File: src/logic/switch_cfg.svh
// Switch configuration shared by RTL and testbench
// SW_FWD_DELAY below 8 leaves no time for the lookup before a frame exits
`ifndef SWITCH_CFG_SVH
`define SWITCH_CFG_SVH

// Number of switch ports, one bit each in an egress mask
`define SW_NUM_PORTS 4

// Learning table index width, 2**N entries
`define SW_TABLE_ADDR_LEN 3

// Ingress to egress latency in cycles
`define SW_FWD_DELAY 8

// Shortest frame in bytes, addresses plus type field
`define SW_MIN_FRAME 14

`endif

File: src/logic/switch_pkg.sv
// Switch types; port widths follow SW_NUM_PORTS from the config header
`default_nettype none

`include "switch_cfg.svh"

package switch_pkg;

	typedef logic [7:0] byte_t;
	typedef logic [47:0] mac_addr_t;
	typedef logic [$clog2(`SW_NUM_PORTS)-1:0] port_id_t;
	typedef logic [`SW_NUM_PORTS-1:0] port_mask_t; // One bit per egress port
	typedef logic [15:0] frame_count_t; // Wraps silently
	typedef logic [7:0] reg_addr_t;

	// Decoder position within a frame
	typedef enum logic [1:0] {
		DEC_DST,
		DEC_SRC,
		DEC_BODY
	} dec_state_t;

endpackage

`default_nettype wire

File: src/logic/frame_decoder.sv
// Expects contiguous frames of at least 12 bytes; rx_port must hold for the whole frame
`timescale 1ns/100ps
`default_nettype none

module frame_decoder
	import switch_pkg::*;
(
	input wire clk,
	input wire reset,
	input wire rx_valid,
	input wire byte_t rx_data,
	input wire rx_last,
	input wire port_id_t rx_port,
	output logic lookup_valid,
	output mac_addr_t dst_mac,
	output port_id_t lookup_port,
	output logic learn_valid,
	output mac_addr_t src_mac,
	output port_id_t learn_port
);
	localparam int MAC_BYTES = $bits(mac_addr_t) / 8;

	dec_state_t state;
	logic [2:0] byte_cnt; // Position inside the current address field
	logic field_done;

	// Last byte of an address field is on the bus
	assign field_done = rx_valid && (byte_cnt == 3'(MAC_BYTES - 1));

	always_ff @(posedge clk)
	begin
		if (reset)
		begin
			state <= DEC_DST;
			byte_cnt <= '0;
			lookup_valid <= 1'b0;
			learn_valid <= 1'b0;
		end
		else
		begin
			lookup_valid <= 1'b0;
			learn_valid <= 1'b0;
			if (rx_valid)
			begin
				case (state)
					DEC_DST:
					begin
						byte_cnt <= field_done ? 3'd0 : byte_cnt + 3'd1;
						if (field_done)
						begin
							state <= DEC_SRC;
							lookup_valid <= 1'b1; // Destination complete
						end
					end
					DEC_SRC:
					begin
						byte_cnt <= field_done ? 3'd0 : byte_cnt + 3'd1;
						if (field_done)
						begin
							state <= DEC_BODY;
							learn_valid <= 1'b1;
						end
					end
					default: byte_cnt <= '0; // Body bytes are not counted
				endcase
				if (rx_last)
				begin
					state <= DEC_DST;
					byte_cnt <= '0;
				end
			end
		end
	end

	// First byte lands in the top, so the address reads in wire order
	always_ff @(posedge clk)
	begin
		if (rx_valid && state == DEC_DST)
			dst_mac <= {dst_mac[$bits(mac_addr_t)-9:0], rx_data};
		if (rx_valid && state == DEC_SRC)
			src_mac <= {src_mac[$bits(mac_addr_t)-9:0], rx_data};
		if (field_done && state == DEC_DST)
			lookup_port <= rx_port;
		if (field_done && state == DEC_SRC)
			learn_port <= rx_port;
	end

endmodule

`default_nettype wire

File: src/logic/mac_table.sv
// Direct mapped, no aging; a colliding source simply evicts the old entry
// TABLE_ADDR_LEN must not exceed 8, the index comes from the last address byte
`timescale 1ns/100ps
`default_nettype none

`include "switch_cfg.svh"

module mac_table
	import switch_pkg::*;
#(
	parameter int TABLE_ADDR_LEN = `SW_TABLE_ADDR_LEN
)(
	input wire clk,
	input wire reset,
	input wire lookup_valid,
	input wire mac_addr_t dst_mac,
	input wire port_id_t lookup_port,
	input wire learn_valid,
	input wire mac_addr_t src_mac,
	input wire port_id_t learn_port,
	output logic mask_valid,
	output port_mask_t egress_mask
);
	localparam int TABLE_SIZE = 1 << TABLE_ADDR_LEN;

	logic [TABLE_SIZE-1:0] entry_valid;
	mac_addr_t entry_mac [TABLE_SIZE];
	port_id_t entry_port [TABLE_SIZE];

	logic [TABLE_ADDR_LEN-1:0] lookup_idx;
	logic [TABLE_ADDR_LEN-1:0] learn_idx;
	logic is_bcast;
	logic hit;
	port_mask_t ingress_bit;
	port_mask_t base_mask;

	assign lookup_idx = dst_mac[TABLE_ADDR_LEN-1:0];
	assign learn_idx = src_mac[TABLE_ADDR_LEN-1:0];
	assign is_bcast = &dst_mac;
	assign hit = entry_valid[lookup_idx] && (entry_mac[lookup_idx] == dst_mac);
	assign ingress_bit = port_mask_t'(1) << lookup_port;

	// Broadcast and misses flood, hits go to the stored port
	always_comb
	begin
		if (hit && !is_bcast)
			base_mask = port_mask_t'(1) << entry_port[lookup_idx];
		else
			base_mask = '1;
	end

	always_ff @(posedge clk)
	begin
		if (reset)
		begin
			entry_valid <= '0;
			mask_valid <= 1'b0;
		end
		else
		begin
			mask_valid <= lookup_valid;
			if (learn_valid)
				entry_valid[learn_idx] <= 1'b1;
		end
	end

	always_ff @(posedge clk)
	begin
		if (learn_valid)
		begin
			entry_mac[learn_idx] <= src_mac; // Overwrites whatever was there
			entry_port[learn_idx] <= learn_port;
		end
		// Never send a frame back out of its own port
		if (lookup_valid)
			egress_mask <= base_mask & ~ingress_bit;
	end

endmodule

`default_nettype wire

File: src/logic/frame_forwarder.sv
// Fixed latency replay; the mask must be queued before the first byte leaves the delay line
`timescale 1ns/100ps
`default_nettype none

`include "switch_cfg.svh"

module frame_forwarder
	import switch_pkg::*;
(
	input wire clk,
	input wire reset,
	input wire rx_valid,
	input wire byte_t rx_data,
	input wire rx_last,
	input wire mask_valid,
	input wire port_mask_t egress_mask,
	output port_mask_t tx_valid,
	output byte_t tx_data,
	output logic tx_last
);
	localparam int DELAY = `SW_FWD_DELAY;

	byte_t dly_data [DELAY];
	logic [DELAY-1:0] dly_valid;
	logic [DELAY-1:0] dly_last;
	logic [DELAY-1:0] dly_first;
	logic in_frame; // Ingress is past the first byte
	port_mask_t mask_q [2];
	logic wr_ptr;
	logic rd_ptr;
	port_mask_t held_mask; // Mask of the frame now leaving
	logic out_valid;
	logic out_first;
	port_mask_t cur_mask;

	assign out_valid = dly_valid[DELAY-1];
	assign out_first = out_valid && dly_first[DELAY-1];
	assign cur_mask = out_first ? mask_q[rd_ptr] : held_mask;
	assign tx_valid = out_valid ? cur_mask : '0;
	assign tx_data = dly_data[DELAY-1];
	assign tx_last = dly_last[DELAY-1] && (cur_mask != '0); // Dropped frames end silently

	always_ff @(posedge clk)
	begin
		if (reset)
		begin
			dly_valid <= '0;
			dly_last <= '0;
			dly_first <= '0;
			in_frame <= 1'b0;
			wr_ptr <= 1'b0;
			rd_ptr <= 1'b0;
			held_mask <= '0;
		end
		else
		begin
			dly_valid <= {dly_valid[DELAY-2:0], rx_valid};
			dly_last <= {dly_last[DELAY-2:0], rx_valid && rx_last};
			dly_first <= {dly_first[DELAY-2:0], rx_valid && !in_frame};
			if (rx_valid)
				in_frame <= !rx_last;
			if (mask_valid)
				wr_ptr <= !wr_ptr;
			if (out_first)
			begin
				rd_ptr <= !rd_ptr; // Pop
				held_mask <= mask_q[rd_ptr];
			end
		end
	end

	always_ff @(posedge clk)
	begin
		dly_data[0] <= rx_data;
		for (int i = 1; i < DELAY; i++)
			dly_data[i] <= dly_data[i-1];
		if (mask_valid)
			mask_q[wr_ptr] <= egress_mask;
	end

endmodule

`default_nettype wire

File: src/logic/port_counters.sv
// Register map: port*4 is rx frames, port*4+1 is tx frames, all else reads zero
// Counters wrap; reads have no side effects
`timescale 1ns/100ps
`default_nettype none

`include "switch_cfg.svh"

module port_counters
	import switch_pkg::*;
(
	input wire clk,
	input wire reset,
	input wire rx_valid,
	input wire rx_last,
	input wire port_id_t rx_port,
	input wire port_mask_t tx_valid,
	input wire tx_last,
	input wire reg_valid,
	input wire reg_addr_t reg_addr,
	output logic reg_ready,
	output frame_count_t reg_rdata
);
	localparam int NUM_PORTS = `SW_NUM_PORTS;

	frame_count_t rx_cnt [NUM_PORTS];
	frame_count_t tx_cnt [NUM_PORTS];
	reg_addr_t reg_word; // Address with the counter select dropped
	port_id_t rd_port;
	logic addr_ok;

	assign reg_word = reg_addr >> 2;
	assign rd_port = port_id_t'(reg_word);
	assign addr_ok = (reg_word < reg_addr_t'(NUM_PORTS)) && !reg_addr[1];

	always_ff @(posedge clk)
	begin
		if (reset)
		begin
			for (int p = 0; p < NUM_PORTS; p++)
			begin
				rx_cnt[p] <= '0;
				tx_cnt[p] <= '0;
			end
			reg_ready <= 1'b0;
		end
		else
		begin
			reg_ready <= reg_valid;
			if (rx_valid && rx_last)
				rx_cnt[rx_port] <= rx_cnt[rx_port] + frame_count_t'(1);
			// One egress frame per port that carried it
			for (int p = 0; p < NUM_PORTS; p++)
			begin
				if (tx_last && tx_valid[p])
					tx_cnt[p] <= tx_cnt[p] + frame_count_t'(1);
			end
		end
	end

	always_ff @(posedge clk)
	begin
		if (reg_valid)
		begin
			if (!addr_ok)
				reg_rdata <= '0;
			else if (reg_addr[0])
				reg_rdata <= tx_cnt[rd_port];
			else
				reg_rdata <= rx_cnt[rd_port];
		end
	end

endmodule

`default_nettype wire

File: src/logic/l2_switch_top.sv
// Single clock switch core; no back-pressure on ingress or on the register bus
`timescale 1ns/100ps
`default_nettype none

module l2_switch_top
	import switch_pkg::*;
(
	input wire clk,
	input wire reset,
	input wire rx_valid,
	input wire byte_t rx_data,
	input wire rx_last,
	input wire port_id_t rx_port,
	input wire reg_valid,
	input wire reg_addr_t reg_addr,
	output port_mask_t tx_valid,
	output byte_t tx_data,
	output logic tx_last,
	output logic reg_ready,
	output frame_count_t reg_rdata
);
	logic lookup_valid;
	mac_addr_t dst_mac;
	port_id_t lookup_port;
	logic learn_valid;
	mac_addr_t src_mac;
	port_id_t learn_port;
	logic mask_valid;
	port_mask_t egress_mask;

	frame_decoder i_frame_decoder (
		.clk(clk),
		.reset(reset),
		.rx_valid(rx_valid),
		.rx_data(rx_data),
		.rx_last(rx_last),
		.rx_port(rx_port),
		.lookup_valid(lookup_valid),
		.dst_mac(dst_mac),
		.lookup_port(lookup_port),
		.learn_valid(learn_valid),
		.src_mac(src_mac),
		.learn_port(learn_port)
	);

	mac_table i_mac_table (
		.clk(clk),
		.reset(reset),
		.lookup_valid(lookup_valid),
		.dst_mac(dst_mac),
		.lookup_port(lookup_port),
		.learn_valid(learn_valid),
		.src_mac(src_mac),
		.learn_port(learn_port),
		.mask_valid(mask_valid),
		.egress_mask(egress_mask)
	);

	frame_forwarder i_frame_forwarder (
		.clk(clk),
		.reset(reset),
		.rx_valid(rx_valid),
		.rx_data(rx_data),
		.rx_last(rx_last),
		.mask_valid(mask_valid),
		.egress_mask(egress_mask),
		.tx_valid(tx_valid),
		.tx_data(tx_data),
		.tx_last(tx_last)
	);

	// Counts the egress side as seen on the common bus
	port_counters i_port_counters (
		.clk(clk),
		.reset(reset),
		.rx_valid(rx_valid),
		.rx_last(rx_last),
		.rx_port(rx_port),
		.tx_valid(tx_valid),
		.tx_last(tx_last),
		.reg_valid(reg_valid),
		.reg_addr(reg_addr),
		.reg_ready(reg_ready),
		.reg_rdata(reg_rdata)
	);

endmodule

`default_nettype wire

File: config.mk
export PLATFORM = sky130hd
export DESIGN_NAME = l2_switch_top
export DESIGN_NICKNAME = d
export VERILOG_FILES = /design/src/logic/switch_pkg.sv /design/src/logic/frame_decoder.sv /design/src/logic/mac_table.sv /design/src/logic/frame_forwarder.sv /design/src/logic/port_counters.sv /design/src/logic/l2_switch_top.sv
export VERILOG_INCLUDE_DIRS = /design/src /design/src/logic
export SDC_FILE = /design/constraint.sdc
export NUM_CORES = 1
export LEC_CHECK = 0
export BUFFER_PORTS_ARGS = -buffer_cell sky130_fd_sc_hd__clkbuf_2
export CAP_MARGIN = 5
export CELL_PAD_IN_SITES_DETAIL_PLACEMENT = 1
export CELL_PAD_IN_SITES_GLOBAL_PLACEMENT = 2
export CORE_ASPECT_RATIO = 0.6
export CORE_MARGIN = 1.5
export CORE_UTILIZATION = 50
export CTS_CLUSTER_SIZE = 10
export DETAILED_ROUTE_END_ITERATION = 12
export PLACE_DENSITY = 0.85
export REMOVE_ABC_BUFFERS = 1
export SLEW_MARGIN = 20
export SYNTH_ARGS = -nofsm -noshare
export SYNTH_HDL_FRONTEND = slang
export SYNTH_SLANG_ARGS = --single-unit
File: constraint.sdc
create_clock -name clk -period 13.3 [get_ports clk]
set_input_delay 0.665 -clock clk [delete_from_list [all_inputs] [get_ports clk]]
set_output_delay 0.665 -clock clk [all_outputs]
set_load 0.02 [all_outputs]
Yosys cells after proc, flatten, opt, wreduce, memory -nomap -nowiden:

Memories as Yosys holds them, arrays and structs flattened. A register that Yosys moved wholly into a read port is not among the register bits.
Cells that the tools add are included.

* logic and storage cells: 133
* register bits: 168
* memories kept: 6
* input port bits: 23
* bits in writable memories: 600

Memories
* i_mac_table.entry_mac: words 8, width 48, rd ports 1, clocked after Yosys merged registers in 1, write ports 1, line mac_table.sv:27 `mac_addr_t entry_mac [TABLE_SIZE];`
* i_frame_forwarder.dly_data: words 8, width 8, rd ports 8, clocked after Yosys merged registers in 0, write ports 8, line frame_forwarder.sv:23 `byte_t dly_data [DELAY];`
* i_port_counters.rx_cnt: words 4, width 16, rd ports 2, clocked after Yosys merged registers in 0, write ports 4, line port_counters.sv:25 `frame_count_t rx_cnt [NUM_PORTS];`
* i_port_counters.tx_cnt: words 4, width 16, rd ports 5, clocked after Yosys merged registers in 0, write ports 4, line port_counters.sv:26 `frame_count_t tx_cnt [NUM_PORTS];`
* i_mac_table.entry_port: words 8, width 2, rd ports 1, clocked after Yosys merged registers in 1, write ports 1, line mac_table.sv:28 `port_id_t entry_port [TABLE_SIZE];`
* i_frame_forwarder.mask_q: words 2, width 4, rd ports 1, clocked after Yosys merged registers in 1, write ports 1, line frame_forwarder.sv:28 `port_mask_t mask_q [2];`

* add/subtract/negate cells: 6
* shift operators: 2
* bitwise operators: 10
* mux-type cells: 48
* magnitude comparators: 4
* reductions and logical operators: 32
* equality and inequality tests: 5

Operator list (number)
* $mux 16: 6
* $add 16x1->16 const B: 5
* $eq 48x48->1: 1
* $reduce_and 48->1: 1
* $mux 1: 27
* $logic_and 1x1->1: 17
* $reduce_or 16->1: 1
* $mux 3: 5
* $mux 4: 3
* $lt 3x4->1 const B: 2
* $mux 2: 4
* $or 8x8->8: 1
* $shl 1x2->4 const A: 2
* $logic_not 1->1: 6
* $lt 6x3->1 const B: 1
* $ne 3x2->1 const B: 2
* $reduce_or 3->1: 2
* $and 4x4->4: 1
* $not 4->4: 1
* $or 1x1->1: 4
* $pmux 2 s2: 1
* $reduce_and 4->1: 1
* $reduce_bool 4->1: 1
* $add 3x1->3 const B: 1
* other kinds (9): 11

Depth between registers and ports, before layout:

* word-level depth: 9
* mapped depth: 11
* gate-level depth less buffers: 8

Hierarchy:

A second synthesis with hierarchy kept.

* cell total of the unflattened synthesis: 1770
* area, all modules: 29960.0 µm²

By module, submodules not included
* mac_table: cells each 870, area each 16333.2 µm², times used 1
* port_counters: cells each 595, area each 7688.6 µm², times used 1
* frame_decoder: cells each 138, area each 3348.2 µm², times used 1
* frame_forwarder: cells each 167, area each 2590.0 µm², times used 1

Worst setup path before layout:

No wires, ideal clock.

* path type: in2reg
* start point: input rx_valid
* end point: register i_frame_decoder.lookup_port[0], enable pin
* arrival time: 5136 ps
* library setup time: 312 ps
* slack: 7852 ps
* stages on the path: 4
* cells stage by stage: clkbuf_1 -> inv_1 -> nor3_1 -> and3_1

* word-level cells in the longest chain between the ends: 2

Ends and longest elaborated chain
* start: declaration: line l2_switch_top.sv:10 `input wire rx_valid,`
* $logic_and 1x1->1: line frame_decoder.sv:28 `assign field_done = rx_valid && (byte_cnt == 3'(MAC_BYTES - 1));`
* $logic_and 1x1->1: line frame_decoder.sv:82 `if (field_done && state == DEC_DST)`
* end signal: assignment: line frame_decoder.sv:83 `lookup_port <= rx_port;`
* end: declaration: line frame_decoder.sv:16 `output port_id_t lookup_port,`

No other way between the ends.
A chain may end at the register's enable or synchronous reset.

==> key figures <==
Outcome
  – Run status: complete, no violations

Critical path
  – Setup crit end: i_mac_table.egress_mask[1]
  – Critical Path AT: 4430 ps
  – Req. time, crit path: 13650 ps
  – Register-to-Register Setup Slack: 9220 ps
  – CP Launch Type: register
  – FF-to-FF End: i_mac_table.egress_mask[1]
  – R2R cell count: 8
  – Crit Path Category: register to register
  – Crit path capture type: register
  – Crit Path Max Fanout: 100

STA
  – # setup viols final: 0
  – Final Hold Fails: 0
  – Final Max Tran Viols: 0
  – Final Cycle Share: 0.307
  – RSZ-0062 raised after global routing: no
  – Slew @ Worst Pin: 1070 ps
  – Layout Skew: 21.6 ps
  – Slew margin rel.: 0.287
  – Achievable frequency: 0.245 GHz
  – Fin Setup TNS: 0 ps
  – Fin crit period: 4080 ps

Power
  – NetSw: 1110 uW
  – Sw frac: 0.219
  – Peak VDD IR: 0.000119 V
  – P_leak: 0.0113 uW
  – Internal: 3970 uW
  – Pwr per Cell Area: 151 nW/um^2
  – Clock power share: 0.423
  – Seq pwr share: 0.529
  – Comb power frac: 0.048

Clocking
  – Worst-path clk slew: 60 ps
  – Setup Buffers After CTS: 0
  – Sink Count: 772
  – Post-CTS sizing: 0
  – Hold-fix buffers, CTS: 0
  – # H-tree levels: 3
  – Root Driver: clkbuf_16
  – Worst skew pair latency: 640 ps
  – CTS tree: done
  – CTS Buf Count: 87
  – Max Root-Sink Buffers: 3

Placed design
  – Port Buffers: 52
  – DP HPWL: 43600 microns
  – Routability cong.: 0.817
  – Placed cell area: 31100 sq um
  – DP Cell Count: 2511

Final layout
  – Most common cell after layout, fill and taps aside: edfxtp_1
  – Non-filler cells, final: 2657
  – Ant diodes: 0
  – Area grow syn2layout: 11.8%
  – Commonest cells after routing, fill and taps aside: edfxtp_1 (656), nor2_1 (191), mux4_2 (113), dfxtp_1 (113), mux2i_1 (98)
  – Nets: 1849
  – Layout cell share with drive strength beyond 1: 0.166
  – Filler Cells Inserted: 5352
  – Design area: 33600 sq um

Drt
  – Final WL: 71200 microns
  – Vias/cell: 5.89
  – Avg WL per Cell: 26.8 microns
  – Antenna viol nets, final: 0
  – Initial DRC count: 1580
  – # DRC: 0
  – DRT Pass-1 Iters: 5
  – Vias: 15.7k

Synth
  – Distinct cells, synth: 51
  – Top FF cell, synth: edfxtp_1
  – Warnings, synthesis: 0
  – Mapped Area: 30000 sq um
  – Post-synth EDFFs: 656
  – Post-synthesis sequential area ratio: 0.734
  – Mean Syn Cell Area: 17.3 sq um
  – Synth async-reset ratio: 0
  – Seq cells post-synth: 772
  – Synth Instances: 1737

Die
  – Total Die Area: 61600 sq um
  – Initial core utilization: 0.507
  – # IOs: 53
  – Die width: 319 microns
  – Row cnt: 69
  – Die H: 193 microns
  – Core footprint: 59200 sq um

GRT
  – First-pass GRT wire length: 106000 microns
  – Initial antenna violation count: 0
  – Vias in the first global route: 16.6k
  – GRT Overall Usage: 0.238
  – Congestion Overflow GR: 0
  – Largest net degree at the start of global routing: 101

Worst hold path
  – Hold Crit Class: input port to register
  – Hold path depth: 1

Flow run
  – Max-Cap Viols: 0
-- cell usage after synthesis, drive strengths merged (17+ instances only) --
cell,number,share of area
inv,27,0.0034
mux4,119,0.090
nor2b,38,0.0079
clkbuf,33,0.0041
a22oi,18,0.0045
nand2,56,0.0070
nand4,26,0.0054
nand3,44,0.0073
nor2,198,0.025
xor2,51,0.015
nand2b,17,0.0035
buf,46,0.0099
dfxtp,116,0.077
xnor2,59,0.017
edfxtp,656,0.66
mux2i,98,0.033
-- sequential cells by signal, indices dropped and copies added (netlist names), 16 cells and up, named ones only --
signal,flops
i_frame_decoder.src_mac,48
i_mac_table.entry_port,16
i_frame_forwarder.dly_data,64
i_port_counters.tx_cnt,64
i_frame_decoder.dst_mac,48
i_port_counters.reg_rdata,16
i_port_counters.rx_cnt,64
i_mac_table.entry_mac,384
-- power groups by stage --
stage | sequential, uW | combinational, uW | clock, uW
floorplan | 2730 | 156 | 0
global placement | 2730 | 235 | 0
detailed placement | 2740 | 243 | 0
CTS | 2690 | 245 | 2190
global route | 2690 | 262 | 2270
finish | 2690 | 245 | 2140
-- cells by family after synthesis --
group | Yosys count | share of synthesized area
flops | 772 | 0.734
buf+inv | 106 | 0.0174
mux | 229 | 0.127
compound gates | 78 | 0.0184
fa+ha+maj | 7 | 0.00292
xor+xnor | 110 | 0.0321
simple gates | 435 | 0.0682
-- metal layers --
layer  GRT usage  up-vias  share of wire
met2       0.340      524           0.43
met5           0        -              0
li1            -     6819              -
met4      0.0577        0          0.015
met3      0.0644       86          0.084
met1       0.361     8227           0.47
-- layout make-up --
cell class / count / area [sq um] / share of cell area
flip-flops and latches: 772 / 22000 / 0.657
multi-input cells: 859 / 7550 / 0.225
clock buffers: 139 / 2370 / 0.0707
well taps: 781 / 977 / 0.0291
repair buffers: 72 / 423 / 0.0126
inverters: 27 / 101 / 0.00302
clock inverters: 7 / 98.8 / 0.00295
-- through the flow --
stage / hold WS [ps] / util / total power (uW) / setup WS, ps
2_1_floorplan: 310 / - / 2890 / 6740
3_3_place_gp: 310 / 0.525 / 2970 / 9330
3_5_place_dp: 313 / 0.525 / 2980 / 9140
4_1_cts: 142 / 0.567 / 5120 / 9140
5_1_grt: 161 / 0.567 / 5230 / 8990
6_report: 175 / 0.567 / 5070 / 9220
-- worst max-delay path, stage by stage (launching register included) --
cell and delay, ps:
dfxtp_4 760, buf_12 490, mux4_1 670, mux2i_1 370, xnor2_1 130, a2111oi_2 250
nand4_1 240, nor4_4 480, a32oi_1 170
-- how the worst min path moves through the flow --
stage | startpoint | to | slack (ps)
global placement | i_frame_forwarder.dly_data[1][21] | i_frame_forwarder.dly_data[1][29] | 310
detailed placement | i_frame_forwarder.dly_data[0][17] | i_frame_forwarder.dly_data[0][25] | 310
global route | rx_data[3] | i_frame_forwarder.dly_data[0][3] | 160
finish | rx_data[3] | i_frame_forwarder.dly_data[0][3] | 180
floorplan | i_frame_forwarder.dly_data[0][2] | i_frame_forwarder.dly_data[0][10] | 310
CTS | rx_data[3] | i_frame_forwarder.dly_data[0][3] | 140
Note: power is estimated with default switching activity, not from simulation.
